==> config.mk <==
export PLATFORM = sky130hd
export DESIGN_NAME = set_ops_config_top
export DESIGN_NICKNAME = d
export VERILOG_FILES = /design/src/design/set_ops_pkg.sv /design/src/design/config_axil_read_port.sv /design/src/design/config_axil_write_port.sv /design/src/design/set_ops_config_top.sv /design/src/design/set_ops_configure_memory.sv
export SDC_FILE = /design/constraint.sdc
export NUM_CORES = 1
export LEC_CHECK = 0
export ABC_AREA = 0
export BUFFER_PORTS_ARGS = -buffer_cell sky130_fd_sc_hd__buf_4
export CAP_MARGIN = 20
export CORE_UTILIZATION = 55
export CTS_BUF_LIST = sky130_fd_sc_hd__clkbuf_8
export DETAILED_ROUTE_END_ITERATION = 6
export MAX_ROUTING_LAYER = met4
export PLACE_DENSITY_LB_ADDON = 0.08
export SLEW_MARGIN = 25
export SYNTH_ARGS = -nofsm -noshare
export SYNTH_HDL_FRONTEND = slang
export SYNTH_SLANG_ARGS = --single-unit
==> constraint.sdc <==
create_clock -name ap_clk -period 4.44 [get_ports ap_clk]
set_input_delay 0.444 -clock ap_clk [delete_from_list [all_inputs] [get_ports ap_clk]]
set_output_delay 0.444 -clock ap_clk [all_outputs]
set_load 0.01 [all_outputs]
==> src/design/set_ops_pkg.sv <==
`default_nettype none

package set_ops_pkg;

    // --------------------
    // sizes
    // --------------------
    localparam int NUM_LANES        = 4;
    localparam int ENGINE_SEQ_WIDTH = 2;
    localparam int LANE_FIFO_DEPTH  = 4;
    localparam int LANE_PTR_WIDTH   = $clog2(LANE_FIFO_DEPTH);
    localparam int AXIL_ADDR_WIDTH  = 12;
    localparam int AXIL_DATA_WIDTH  = 32;
    localparam int AXIL_STRB_WIDTH  = AXIL_DATA_WIDTH / 8;

    typedef logic [7:0]                 type_offset;
    typedef logic [7:0]                 type_set_mask;
    typedef logic [2:0]                 type_set_op;
    typedef logic [1:0]                 type_lane_id;
    typedef logic [LANE_PTR_WIDTH:0]    type_lane_ptr;
    typedef logic [AXIL_ADDR_WIDTH-1:0] type_axil_addr;
    typedef logic [AXIL_DATA_WIDTH-1:0] type_axil_data;
    typedef logic [AXIL_STRB_WIDTH-1:0] type_axil_strb;
    typedef logic [1:0]                 type_axil_resp;

    // --------------------
    // register map
    // --------------------
    localparam type_axil_addr POP_ADDR    = 12'h040;
    localparam type_axil_addr STATUS_ADDR = 12'h044;
    localparam type_axil_resp RESP_OKAY   = 2'b00;

    // pop word fields
    localparam int POP_VALID_BIT = 31;
    localparam int POP_LANE_LSB  = 16;
    localparam int POP_OP_LSB    = 8;
    localparam int POP_MASK_LSB  = 0;

    // status word fields
    localparam int STATUS_NONEMPTY_LSB = 0;
    localparam int STATUS_OVERFLOW_LSB = 8;

    typedef struct packed {
        logic          valid;
        type_offset    offset;
        type_axil_data data;
    } memory_response_t;

    typedef struct packed {
        type_set_mask set_mask;
        type_set_op   set_op;
    } set_ops_config_t;

    typedef struct packed {
        logic empty;
        logic full;
        logic overflow;
    } lane_fifo_state_t;

    typedef struct packed {
        logic          awvalid;
        type_axil_addr awaddr;
        logic          wvalid;
        type_axil_data wdata;
        type_axil_strb wstrb;
        logic          bready;
    } axil_wr_req_t;

    typedef struct packed {
        logic          awready;
        logic          wready;
        logic          bvalid;
        type_axil_resp bresp;
    } axil_wr_rsp_t;

    typedef struct packed {
        logic          arvalid;
        type_axil_addr araddr;
        logic          rready;
    } axil_rd_req_t;

    typedef struct packed {
        logic          arready;
        logic          rvalid;
        type_axil_data rdata;
        type_axil_resp rresp;
    } axil_rd_rsp_t;

    typedef enum logic [1:0] {
        WR_RESET,
        WR_IDLE,
        WR_RESP
    } write_state_t;

    typedef enum logic [1:0] {
        RD_RESET,
        RD_IDLE,
        RD_RESP
    } read_state_t;

    // first offset of a lane window
    function automatic type_offset lane_window_base(int lane);
        return type_offset'(lane * ENGINE_SEQ_WIDTH);
    endfunction

endpackage

`default_nettype wire

==> src/design/config_axil_read_port.sv <==
`timescale 1ns/100ps
`default_nettype none

module config_axil_read_port
    import set_ops_pkg::*;
(
    input  logic             ap_clk,
    input  logic             areset_fifo,
    input  axil_rd_req_t     rd_req,
    output axil_rd_rsp_t     rd_rsp,
    input  set_ops_config_t  lane_heads [NUM_LANES],
    input  lane_fifo_state_t lane_states [NUM_LANES],
    output logic [NUM_LANES-1:0] lane_pop
);

    read_state_t          read_state;
    logic                 read_accept;
    logic [NUM_LANES-1:0] lane_nonempty;
    logic [NUM_LANES-1:0] lane_overflow;
    logic                 pick_found;
    type_lane_id          pick_lane;
    set_ops_config_t      pick_head;
    type_axil_data        read_word;
    type_axil_data        read_data;

    assign read_accept = (read_state == RD_IDLE) && rd_req.arvalid;

    // --------------------
    // lane selection
    // --------------------
    always_comb begin
        for (int l = 0; l < NUM_LANES; l++) begin
            lane_nonempty[l] = !lane_states[l].empty;
            lane_overflow[l] = lane_states[l].overflow;
        end
    end

    // walk downward so the lowest lane wins
    always_comb begin
        pick_found = 1'b0;
        pick_lane  = '0;
        for (int l = NUM_LANES - 1; l >= 0; l--) begin
            if (lane_nonempty[l]) begin
                pick_found = 1'b1;
                pick_lane  = type_lane_id'(l);
            end
        end
    end

    assign pick_head = lane_heads[pick_lane];

    always_comb begin
        lane_pop = '0;
        if (read_accept && (rd_req.araddr == POP_ADDR) && pick_found) begin
            lane_pop[pick_lane] = 1'b1;
        end
    end

    // --------------------
    // address decode
    // --------------------
    always_comb begin
        read_word = '0;
        if (rd_req.araddr == POP_ADDR) begin
            if (pick_found) begin
                read_word[POP_VALID_BIT] = 1'b1;
                read_word[POP_LANE_LSB +: $bits(type_lane_id)] = pick_lane;
                read_word[POP_OP_LSB +: $bits(type_set_op)]    = pick_head.set_op;
                read_word[POP_MASK_LSB +: $bits(type_set_mask)] = pick_head.set_mask;
            end
        end else if (rd_req.araddr == STATUS_ADDR) begin
            read_word[STATUS_NONEMPTY_LSB +: NUM_LANES] = lane_nonempty;
            read_word[STATUS_OVERFLOW_LSB +: NUM_LANES] = lane_overflow;
        end
    end

    always_ff @(posedge ap_clk) begin
        if (read_accept) begin
            read_data <= read_word;
        end
    end

    // --------------------
    // state machine
    // --------------------
    always_ff @(posedge ap_clk) begin
        if (areset_fifo) begin
            read_state <= RD_RESET;
        end else begin
            case (read_state)
                RD_RESET: begin
                    read_state <= RD_IDLE;
                end
                RD_IDLE: begin
                    if (read_accept) begin
                        read_state <= RD_RESP;
                    end
                end
                RD_RESP: begin
                    if (rd_req.rready) begin
                        read_state <= RD_IDLE;
                    end
                end
                default: begin
                    read_state <= RD_IDLE;
                end
            endcase
        end
    end

    assign rd_rsp.arready = (read_state == RD_IDLE);
    assign rd_rsp.rvalid  = (read_state == RD_RESP);
    assign rd_rsp.rdata   = read_data;
    assign rd_rsp.rresp   = RESP_OKAY;

endmodule

`default_nettype wire

==> src/design/config_axil_write_port.sv <==
`timescale 1ns/100ps
`default_nettype none

module config_axil_write_port
    import set_ops_pkg::*;
(
    input  logic             ap_clk,
    input  logic             areset_fifo,
    input  axil_wr_req_t     wr_req,
    output axil_wr_rsp_t     wr_rsp,
    output memory_response_t response_packet
);

    write_state_t  write_state;
    logic          write_accept;
    logic          packet_valid;
    type_offset    packet_offset;
    type_axil_data packet_data;

    // address and data must arrive together
    assign write_accept = (write_state == WR_IDLE) && wr_req.awvalid && wr_req.wvalid;

    // --------------------
    // state machine
    // --------------------
    always_ff @(posedge ap_clk) begin
        if (areset_fifo) begin
            write_state  <= WR_RESET;
            packet_valid <= 1'b0;
        end else begin
            packet_valid <= 1'b0;
            case (write_state)
                WR_RESET: begin
                    write_state <= WR_IDLE;
                end
                WR_IDLE: begin
                    if (write_accept) begin
                        write_state  <= WR_RESP;
                        packet_valid <= 1'b1;
                    end
                end
                WR_RESP: begin
                    // hold B until the manager takes it
                    if (wr_req.bready) begin
                        write_state <= WR_IDLE;
                    end
                end
                default: begin
                    write_state <= WR_IDLE;
                end
            endcase
        end
    end

    // byte address to word offset
    always_ff @(posedge ap_clk) begin
        if (write_accept) begin
            packet_offset <= type_offset'(wr_req.awaddr >> 2);
            packet_data   <= wr_req.wdata;
        end
    end

    // --------------------
    // outputs
    // --------------------
    assign wr_rsp.awready = write_accept;
    assign wr_rsp.wready  = write_accept;
    assign wr_rsp.bvalid  = (write_state == WR_RESP);
    assign wr_rsp.bresp   = RESP_OKAY;

    // broadcast to every lane
    assign response_packet.valid  = packet_valid;
    assign response_packet.offset = packet_offset;
    assign response_packet.data   = packet_data;

endmodule

`default_nettype wire

==> src/design/set_ops_config_top.sv <==
`timescale 1ns/100ps
`default_nettype none

module set_ops_config_top
    import set_ops_pkg::*;
(
    input  logic         ap_clk,
    input  logic         areset_fifo,
    input  axil_wr_req_t wr_req,
    output axil_wr_rsp_t wr_rsp,
    input  axil_rd_req_t rd_req,
    output axil_rd_rsp_t rd_rsp
);

    memory_response_t     response_packet;
    set_ops_config_t      lane_heads [NUM_LANES];
    lane_fifo_state_t     lane_states [NUM_LANES];
    logic [NUM_LANES-1:0] lane_pop;

    // --------------------
    // register writes
    // --------------------
    config_axil_write_port config_axil_write_port_i (
        .ap_clk          (ap_clk),
        .areset_fifo     (areset_fifo),
        .wr_req          (wr_req),
        .wr_rsp          (wr_rsp),
        .response_packet (response_packet)
    );

    // one lane per window, all see the same packet
    for (genvar l = 0; l < NUM_LANES; l++) begin : gen_lane
        set_ops_configure_memory #(
            .LANE_INDEX (l)
        ) set_ops_configure_memory_i (
            .ap_clk          (ap_clk),
            .areset_fifo     (areset_fifo),
            .response_packet (response_packet),
            .pop             (lane_pop[l]),
            .config_head     (lane_heads[l]),
            .fifo_state      (lane_states[l])
        );
    end

    // --------------------
    // readback
    // --------------------
    config_axil_read_port config_axil_read_port_i (
        .ap_clk      (ap_clk),
        .areset_fifo (areset_fifo),
        .rd_req      (rd_req),
        .rd_rsp      (rd_rsp),
        .lane_heads  (lane_heads),
        .lane_states (lane_states),
        .lane_pop    (lane_pop)
    );

endmodule

`default_nettype wire

==> src/design/set_ops_configure_memory.sv <==
`timescale 1ns/100ps
`default_nettype none

module set_ops_configure_memory
    import set_ops_pkg::*;
#(
    parameter int LANE_INDEX = 0
) (
    input  logic             ap_clk,
    input  logic             areset_fifo,
    input  memory_response_t response_packet,
    input  logic             pop,
    output set_ops_config_t  config_head,
    output lane_fifo_state_t fifo_state
);

    memory_response_t              in_reg;
    type_offset                    in_rel;
    logic                          in_keep;
    logic [ENGINE_SEQ_WIDTH-1:0]   seq_next_word;
    set_ops_config_t               cfg_reg;
    logic                          push_valid;
    set_ops_config_t               fifo_mem [LANE_FIFO_DEPTH];
    type_lane_ptr                  wr_ptr;
    type_lane_ptr                  rd_ptr;
    logic                          fifo_empty;
    logic                          fifo_full;
    logic                          overflow;

    // --------------------
    // input register
    // --------------------
    always_ff @(posedge ap_clk) begin
        if (areset_fifo) begin
            in_reg.valid <= 1'b0;
        end else begin
            in_reg.valid <= response_packet.valid;
        end
    end

    always_ff @(posedge ap_clk) begin
        in_reg.offset <= response_packet.offset;
        in_reg.data   <= response_packet.data;
    end

    // window filter, offsets below base wrap to large values
    assign in_rel  = in_reg.offset - lane_window_base(LANE_INDEX);
    assign in_keep = in_reg.valid && (in_rel < type_offset'(ENGINE_SEQ_WIDTH));

    // --------------------
    // sequence tracker
    // --------------------
    // bit 0 set means idle, waiting for the mask word at base
    always_ff @(posedge ap_clk) begin
        if (areset_fifo) begin
            seq_next_word <= ENGINE_SEQ_WIDTH'(1);
            push_valid    <= 1'b0;
        end else begin
            push_valid <= 1'b0;
            if (in_keep) begin
                if (seq_next_word[0]) begin
                    if (in_rel == '0) begin
                        seq_next_word <= seq_next_word << 1;
                    end
                end else if (seq_next_word[ENGINE_SEQ_WIDTH-1]) begin
                    seq_next_word <= ENGINE_SEQ_WIDTH'(1);
                    push_valid    <= 1'b1;
                end else begin
                    seq_next_word <= seq_next_word << 1;
                end
            end
        end
    end

    // capture fields as the words arrive
    always_ff @(posedge ap_clk) begin
        if (in_keep) begin
            if (seq_next_word[0] && (in_rel == '0)) begin
                cfg_reg.set_mask <= in_reg.data[$bits(type_set_mask)-1:0];
            end
            if (seq_next_word[ENGINE_SEQ_WIDTH-1]) begin
                cfg_reg.set_op <= in_reg.data[$bits(type_set_op)-1:0];
            end
        end
    end

    // --------------------
    // lane fifo
    // --------------------
    assign fifo_empty = (wr_ptr == rd_ptr);
    assign fifo_full  = (wr_ptr[LANE_PTR_WIDTH] != rd_ptr[LANE_PTR_WIDTH]) &&
                        (wr_ptr[LANE_PTR_WIDTH-1:0] == rd_ptr[LANE_PTR_WIDTH-1:0]);

    always_ff @(posedge ap_clk) begin
        if (areset_fifo) begin
            wr_ptr   <= '0;
            rd_ptr   <= '0;
            overflow <= 1'b0;
        end else begin
            if (push_valid) begin
                if (fifo_full) begin
                    overflow <= 1'b1;
                end else begin
                    wr_ptr <= wr_ptr + 1'b1;
                end
            end
            if (pop && !fifo_empty) begin
                rd_ptr <= rd_ptr + 1'b1;
            end
        end
    end

    always_ff @(posedge ap_clk) begin
        if (push_valid && !fifo_full) begin
            fifo_mem[wr_ptr[LANE_PTR_WIDTH-1:0]] <= cfg_reg;
        end
    end

    assign config_head         = fifo_mem[rd_ptr[LANE_PTR_WIDTH-1:0]];
    assign fifo_state.empty    = fifo_empty;
    assign fifo_state.full     = fifo_full;
    assign fifo_state.overflow = overflow;

endmodule

`default_nettype wire

# ---- Word-level counts from Yosys, hierarchy flattened
# Memories as Yosys holds them, arrays and structs flattened. A register that Yosys moved wholly into a read port is not among the register bits.
# Index checks and enable logic that the tools add are counted.
dict set report op_classes {
  n_eq_ne 26
  n_reduce_logical 67
  n_bitwise 11
  n_lt_le_gt_ge 7
  muxes 59
  add_sub_neg 11
}
# operator count
set op_table {}
lappend op_table {{$mux 2} 24}
lappend op_table {{$reduce_and 2->1} 23}
lappend op_table {{$mux 11} 3}
lappend op_table {{$logic_not 8->1} 4}
lappend op_table {{$lt 8x2->1 const B} 4}
lappend op_table {{$logic_and 1x1->1} 26}
lappend op_table {{$add 3x1->3 const B} 8}
lappend op_table {{$eq 12x7->1 const B} 2}
lappend op_table {{$mux 1} 23}
lappend op_table {{$bmux 11 s2} 1}
lappend op_table {{$sub 8x3->8 const B} 2}
lappend op_table {{$eq 3x3->1} 4}
lappend op_table {{$mux 4} 3}
lappend op_table {{$ne 2x2->1 const B} 6}
lappend op_table {{$reduce_or 3->1} 4}
lappend op_table {{$not 1->1} 10}
lappend op_table {{$eq 2x2->1} 4}
lappend op_table {{$logic_not 1->1} 8}
lappend op_table {{$pmux 2 s2} 2}
lappend op_table {{$sub 8x2->8 const B} 1}
lappend op_table {{$mux 3} 2}
lappend op_table {{$eq 2x1->1 const B} 2}
lappend op_table {{$eq 2x2->1 const B} 2}
lappend op_table {{$ne 1x1->1} 4}
lappend op_table {{7 further kinds} 9}
dict set report word_totals {
  mem_count 4
  register_bits 137
  out_inout_bits 41
  word_cells 229
  mem_bits_rw 176
}
# memory depth word_bits rd rd_clocked_by_memory_dff wr line_no
set mem_list {}
lappend mem_list {{gen_lane[0].set_ops_configure_memory_i.fifo_mem} 4 11 1 1 1 set_ops_configure_memory.sv:23} ;# set_ops_config_t fifo_mem [LANE_FIFO_DEPTH];
lappend mem_list {{gen_lane[1].set_ops_configure_memory_i.fifo_mem} 4 11 1 1 1 set_ops_configure_memory.sv:23}
lappend mem_list {{gen_lane[2].set_ops_configure_memory_i.fifo_mem} 4 11 1 1 1 set_ops_configure_memory.sv:23}
lappend mem_list {{gen_lane[3].set_ops_configure_memory_i.fifo_mem} 4 11 1 1 1 set_ops_configure_memory.sv:23}

# ---- Depth between registers and ports, before layout
# Gate-level depths: netlist (run 1).
dict set report depth {
  depth_word 13
  depth_mapped 7
}

# ---- Hierarchy
# From an unflattened synthesis (run 1), not the netlist that was laid out.
dict set report hier_totals {
  cells_unflattened 870
  hier_area_um2 14705.4
}
# mod cells_per_inst seq_area_each_um2 n_inst area_each_um2
set modules_own_cells {}
lappend modules_own_cells {{set_ops_configure_memory at gen_lane[2].set_ops_configure_memory_i} 178 2232.1 1 3078.0}
lappend modules_own_cells {{set_ops_configure_memory at gen_lane[0].set_ops_configure_memory_i} 178 2232.1 1 3064.2}
lappend modules_own_cells {{set_ops_configure_memory at gen_lane[1].set_ops_configure_memory_i} 159 2232.1 1 2931.6}
lappend modules_own_cells {{set_ops_configure_memory at gen_lane[3].set_ops_configure_memory_i} 158 2232.1 1 2922.8}
lappend modules_own_cells {config_axil_read_port 141 490.5 1 1356.3}
lappend modules_own_cells {config_axil_write_port 56 1261.2 1 1352.5}

# ---- Worst setup path after synthesis (run 1)
# No wires, ideal clock.
dict set report synth_timing {
  path_type {reg2reg}
  start {reg gen_lane[3].set_ops_configure_memory_i.in_reg[34] (netlist name)}
  end {reg gen_lane[1].set_ops_configure_memory_i.cfg_reg[10] (netlist name), enable pin}
  required_ns 4.104
  slack_ns 2.430
  period_less_slack_ns 2.010
  n_path_buf 0
  arrival_time_ns 1.674
  stages_incl_launch_ff 7
  setup_ns 0.336
  cell_sequence {dfxtp_1 -> inv_1 -> ha_1 -> xor2_1 -> or4b_4 -> nor2_1 -> and2_1}
}
# element line_no
set synth_rtl {}
lappend synth_rtl {{end: declaration} set_ops_configure_memory.sv:21} ;# set_ops_config_t cfg_reg;

==> impl_metrics.tcl, run 1 <==
set metrics [dict create \
    clock_path_buffers 3 \
    wl_per_cell_um 21.3 \
    boundaryPins 108 \
    max_cap_viol_count 0 \
    drv_slew 0 \
    hp-class "input pin to register" \
    fmax_mhz 404 \
    synth_common_cells "251 x edfxtp_1, 70 x dfxtp_1, 65 x nor2_1" \
    clk_latency_ns 0.55 \
    cp_slowest_cell "dfxtp_1" \
    whs_path_depth 1 \
    tns_ns 0 \
    finalClockSkew_ns 0.0204 \
    ctsHoldBuffers 0 \
    arrival_ns 2.77 \
    largest_reg_flops 176 \
    powerDensity_nw_per_um2 403 \
    overflow 0 \
    path_buf_inv 0 \
    cp.depth 4 \
    clkTransAtPathRegs_ns 0.06 \
    p_clk_frac 0.402 \
    p_switching_uw 1110 \
    swShare 0.200 \
    grt_start_max_net_pins 42 \
    drc 0 \
    rows 54 \
    grt_first_pass_wirelength_um 35700 \
    die-area_um2 22800 \
    pwr-share-comb 0.013 \
    setup_viol 0 \
    worstPathRequired_ns 4.74 \
    status "complete, no violations" \
    insertedDiodeCount 0 \
    initial_utilization 0.560 \
    dp_hpwl_um 15900 \
    critical_path_class "register to register" \
    post-cts-setup-buffers 0 \
    rsz0062_at_grt "false" \
    grt_pass1_vias 6255 \
    maxSlewHeadroom 0.471 \
    die_h_um 151 \
    cp_max_fo 11 \
    yosysMostFrequentCell "edfxtp_1" \
    synth_area_leaders "edfxtp_1 62%, dfxtp_1 11%, mux4_2 8.1%" \
    p_int_uw 4420 \
    p_seq_frac 0.585 \
    finalNetCount 885 \
    numCtsBuffers 48 \
    gp_congestion 0.829 \
    firstDrtPassIters 6 \
    crit_path_cell_trace "mux4_2, o22ai_1, o21ai_0, a32o_1" \
    ys.flop_type "edfxtp_1" \
    finalCriticalPeriod_ns 2.48 \
    totalPowerFinal_uw 5530 \
    core_um2 21800 \
    cts_tree "built" \
    r2r_cells 4 \
    leakage_uw 0.00476 \
    avgSynthCellArea_um2 17.1 \
    max_stage_delay_ns 0.82 \
    io_buffers 54 \
    drive_gt1_frac 0.224 \
    vias 6228 \
    cts_resized 0 \
    synth_top_area_frac 0.617 \
    finalCritPeriodShare 0.558 \
    synth_seq_cells 321 \
    syn2layout_area_growth_pct 12.1 \
    root_buffer "clkbuf_8" \
    syn_area_um2 12200 \
    endpoint_kind "register" \
    antenna_left 0 \
    hold_viol 0 \
    syn_inst 714 \
    ys_warn_count 0 \
    grt_antenna_before_repair 0 \
    routed_via_density 5.58 \
    ys_seq_area_frac 0.731 \
    synth_enable_flop_cells 251 \
    worst_pin_slew_ns 0.792 \
    seqCellArea_um2 8940 \
    die_width_um 151 \
    peakVddDrop_mv 0.293 \
    drtIter0Drc 425 \
    grt_usage 0.226 \
    clock_sinks 321 \
    crit_family "flip-flops" \
    synth-async-reset-ratio 0 \
    start_kind "register" \
    htree_levels 2 \
    wl_um 23700 \
    multi_input_area_um2 2990 \
    fillCellCount 1576 \
    yosys.area.top_type "edfxtp_1" \
    yosysUniqueCellTypes 57 \
]
per-layer routing:
layer	global-route usage	share of wire	wire, um	vias up
met4	0.0900	0.033	781	0
met5	-	0	0	-
met3	0.0389	0.051	1220	52
met2	0.353	0.48	11400	211
li1	-	-	-	2830
met1	0.296	0.43	10300	3135
logic make-up after synthesis:
logic type / Yosys count / synth area share
flops: 321 / 0.731
simple gates: 161 / 0.0703
buf+inv: 67 / 0.0299
compound gates: 62 / 0.0371
mux: 47 / 0.0835
xor+xnor: 33 / 0.0249
fa+ha+maj: 22 / 0.0225
other cells: 1 / 0.000307
cell type report:
cell class	count	area share
clock buffer	57	0.0572
clock inverter	33	0.0101
inverter	25	0.00685
multi-input combinational	346	0.218
sequential	321	0.652
tap	280	0.0256
timing repair buffer	54	0.0296
cells in the final DEF, fill, tap and decap left out, types with 3 or more instances in the layout:
master,n
a21oi_1,11
a221o_1,4
a22o_1,5
a31oi_1,5
a41oi_1,4
and2_1,23
and3_1,5
buf_4,54
clkbuf_8,57
clkinv_2,6
conb_1,21
dfxtp_1,70
edfxtp_1,251
ha_1,22
inv_1,48
mux2i_1,3
mux4_2,44
nand2_1,22
nand3_1,7
nand4_1,3
nor2_1,65
nor2_2,4
nor2b_1,3
nor3_1,8
nor4_1,4
o21a_1,4
o21ai_0,11
o221a_2,4
o41ai_1,4
xnor2_1,18
xor2_1,13
power groups by stage:
stage	registers (uW)	logic, uW	clock network, uW
2_1_floorplan	3290	42.2	0
3_3_place_gp	3300	69.7	0
3_5_place_dp	3300	71.7	0
4_1_cts	3230	71.9	2270
5_1_grt	3230	79.0	2390
6_report	3230	71.6	2220
path summary, 6_finish.rpt:
check,from,endpoint,slack [ns]
setup / recovery,register,config_axil_read_port_i.read_data[10],1.96
hold reg to reg,config_axil_write_port_i.packet_data[2],gen_lane[3].set_ops_configure_memory_i.in_reg[2],0.34
setup reg to reg,register,config_axil_read_port_i.read_data[10],1.96
hold / removal,wr_req[46],config_axil_write_port_i.packet_offset[6],0.06
stage by stage:
| stage | hold slack (ns) | instance area [um^2] | utilization | cells | setup WS (ns) |
|---|---|---|---|---|---|
| 3_3_place_gp | 0.324 | 12800 | 0.586 | 1026 | 2.00 |
| 4_1_cts | 0.0257 | 13700 | 0.628 | 1116 | 1.98 |
| 2_1_floorplan | 0.323 | 12300 | - | 734 | 2.43 |
| 5_1_grt | 0.0289 | 13700 | 0.628 | 1116 | 1.83 |
| 3_5_place_dp | 0.327 | 12800 | 0.586 | 1026 | 1.99 |
| 6_report | 0.0631 | 13700 | 0.628 | 1116 | 1.96 |
Power figures use the tool's default switching activity.
==> inputs of run 2 (changes only) <==
clock period = 2.5 ns   (was 4.44 ns; I/O delays follow)
==> impl_metrics.tcl, run 2 (synthesis results as in run 1) <==
set metrics [dict create \
    dp_hpwl_um 16300 \
    drtIter0Drc 444 \
    grt_first_pass_wirelength_um 36600 \
    status "complete, no violations" \
    seqCellArea_um2 8940 \
    grt_start_max_net_pins 42 \
    hold_viol 0 \
    fmax_mhz 439 \
    drc 0 \
    drive_gt1_frac 0.236 \
    die-area_um2 22800 \
    cp-startpoint "gen_lane[3].set_ops_configure_memory_i.in_reg[34]" \
    r2r-start "gen_lane[3].set_ops_configure_memory_i.in_reg[34]" \
    overflow 0 \
    grt_usage 0.231 \
    max_stage_delay_ns 0.54 \
    core_um2 21800 \
    finalClockSkew_ns 0.0221 \
    drv_slew 0 \
    fillCellCount 1577 \
    grt_pass1_vias 6603 \
    finalCriticalPeriod_ns 2.28 \
    grt_antenna_before_repair 1 \
    wl_per_cell_um 20.9 \
    initial_utilization 0.560 \
    clkTransAtPathRegs_ns 0.06 \
    numCtsBuffers 49 \
    multi_input_area_um2 2990 \
    worstPathRequired_ns 2.71 \
    critical_path_class "register to register" \
    arrival_ns 2.49 \
    cts_tree "built" \
    cts_resized 0 \
    io_buffers 54 \
    antenna_left 0 \
    clock_sinks 321 \
    firstDrtPassIters 5 \
    fin_util 0.644 \
    htree_levels 2 \
    endpoint_kind "register" \
    setup_viol 0 \
    maxSlewHeadroom 0.489 \
    tns_ns 0 \
    die_h_um 151 \
    finalCritPeriodShare 0.911 \
    crit_family "simple AND/OR/NAND/NOR gates" \
    powerDensity_nw_per_um2 701 \
    rows 54 \
    root_buffer "clkbuf_8" \
    die_width_um 151 \
    finalNetCount 927 \
    clk_latency_ns 0.56 \
    vias 6406 \
    max_cap_viol_count 0 \
    crit_path_cell_trace "inv_1, ha_1, xor2_1, or4b_4, nor2_1, and2_1" \
    start_kind "register" \
    syn2layout_area_growth_pct 15.0 \
    largest_reg_flops 176 \
    gp_congestion 0.837 \
    routed_via_density 5.53 \
    path_buf_inv 1 \
    leakage_uw 0.00496 \
    final_cell_mix "251 x edfxtp_1, 77 x buf_4, 70 x dfxtp_1" \
    boundaryPins 108 \
    cp_slowest_cell "or4b_4" \
    min_from "wr_req[37]" \
    hp-class "input pin to register" \
    peakVddDrop_mv 0.462 \
    cp_max_fo 9 \
    final_common_cell "edfxtp_1" \
    worst_pin_slew_ns 0.766 \
    clock_path_buffers 3 \
    rsz0062_at_grt "false" \
    wl_um 24200 \
]
[run 2: worst min-delay path, cell delays in order]
cell      delay [ns]
buf_4           0.11
nand4b_1        0.13
nor2_1          0.05
[run 2: layout make-up]
class / instances / share of cell area
Antenna cell: 1 / 0.000178
Sequential cell: 321 / 0.636
Clock inverter: 37 / 0.0126
Clock buffer: 54 / 0.0529
Timing Repair Buffer: 95 / 0.0539
Multi-Input combinational cell: 346 / 0.213
Tap cell: 280 / 0.0249
Inverter: 25 / 0.00668
[run 2: timing repair]
item	in CTS	in global routing
endpoints found under the setup margin	0	0
hold buffers	18	0
endpoints found under the hold margin	18	0
setup buffers	0	0
[run 2: worst paths after layout]
path	slack, ns	cells past startpoint	to
max	0.22	6	gen_lane[1].set_ops_configure_memory_i.cfg_reg[6]
min	0.03	3	config_axil_write_port_i.packet_valid
max reg2reg	0.22	6	gen_lane[1].set_ops_configure_memory_i.cfg_reg[6]
min reg2reg	0.34	0	gen_lane[3].set_ops_configure_memory_i.in_reg[33]
[run 2: power by group]
part	internal, uW	leakage (uW)	total, uW	switching (uW)
clock	2090	0.000562	3960	1880
sequential	5720	0.00284	5750	25.4
combinational	75.2	0.00156	151	75.9
[run 2: metal layers]
metal	track usage	part of all wire
met1	0.287	0.41
met2	0.369	0.49
met3	0.0548	0.068
met4	0.0895	0.028
met5	-	0
[run 2: per-stage QoR]
step                      area [um^2]  power (uW)  hold WS, ns  instances  worst slack [ns]
after floorplan                 12300        5920        0.323        734             0.490
after global placement          13000        5980        0.325       1049             0.301
after detailed placement        13000        5990        0.328       1049             0.229
after CTS                       14100        9940     0.000395       1158             0.224
after global routing            14100       10200       0.0180       1159            0.0777
final                           14100        9860       0.0329       1159             0.222
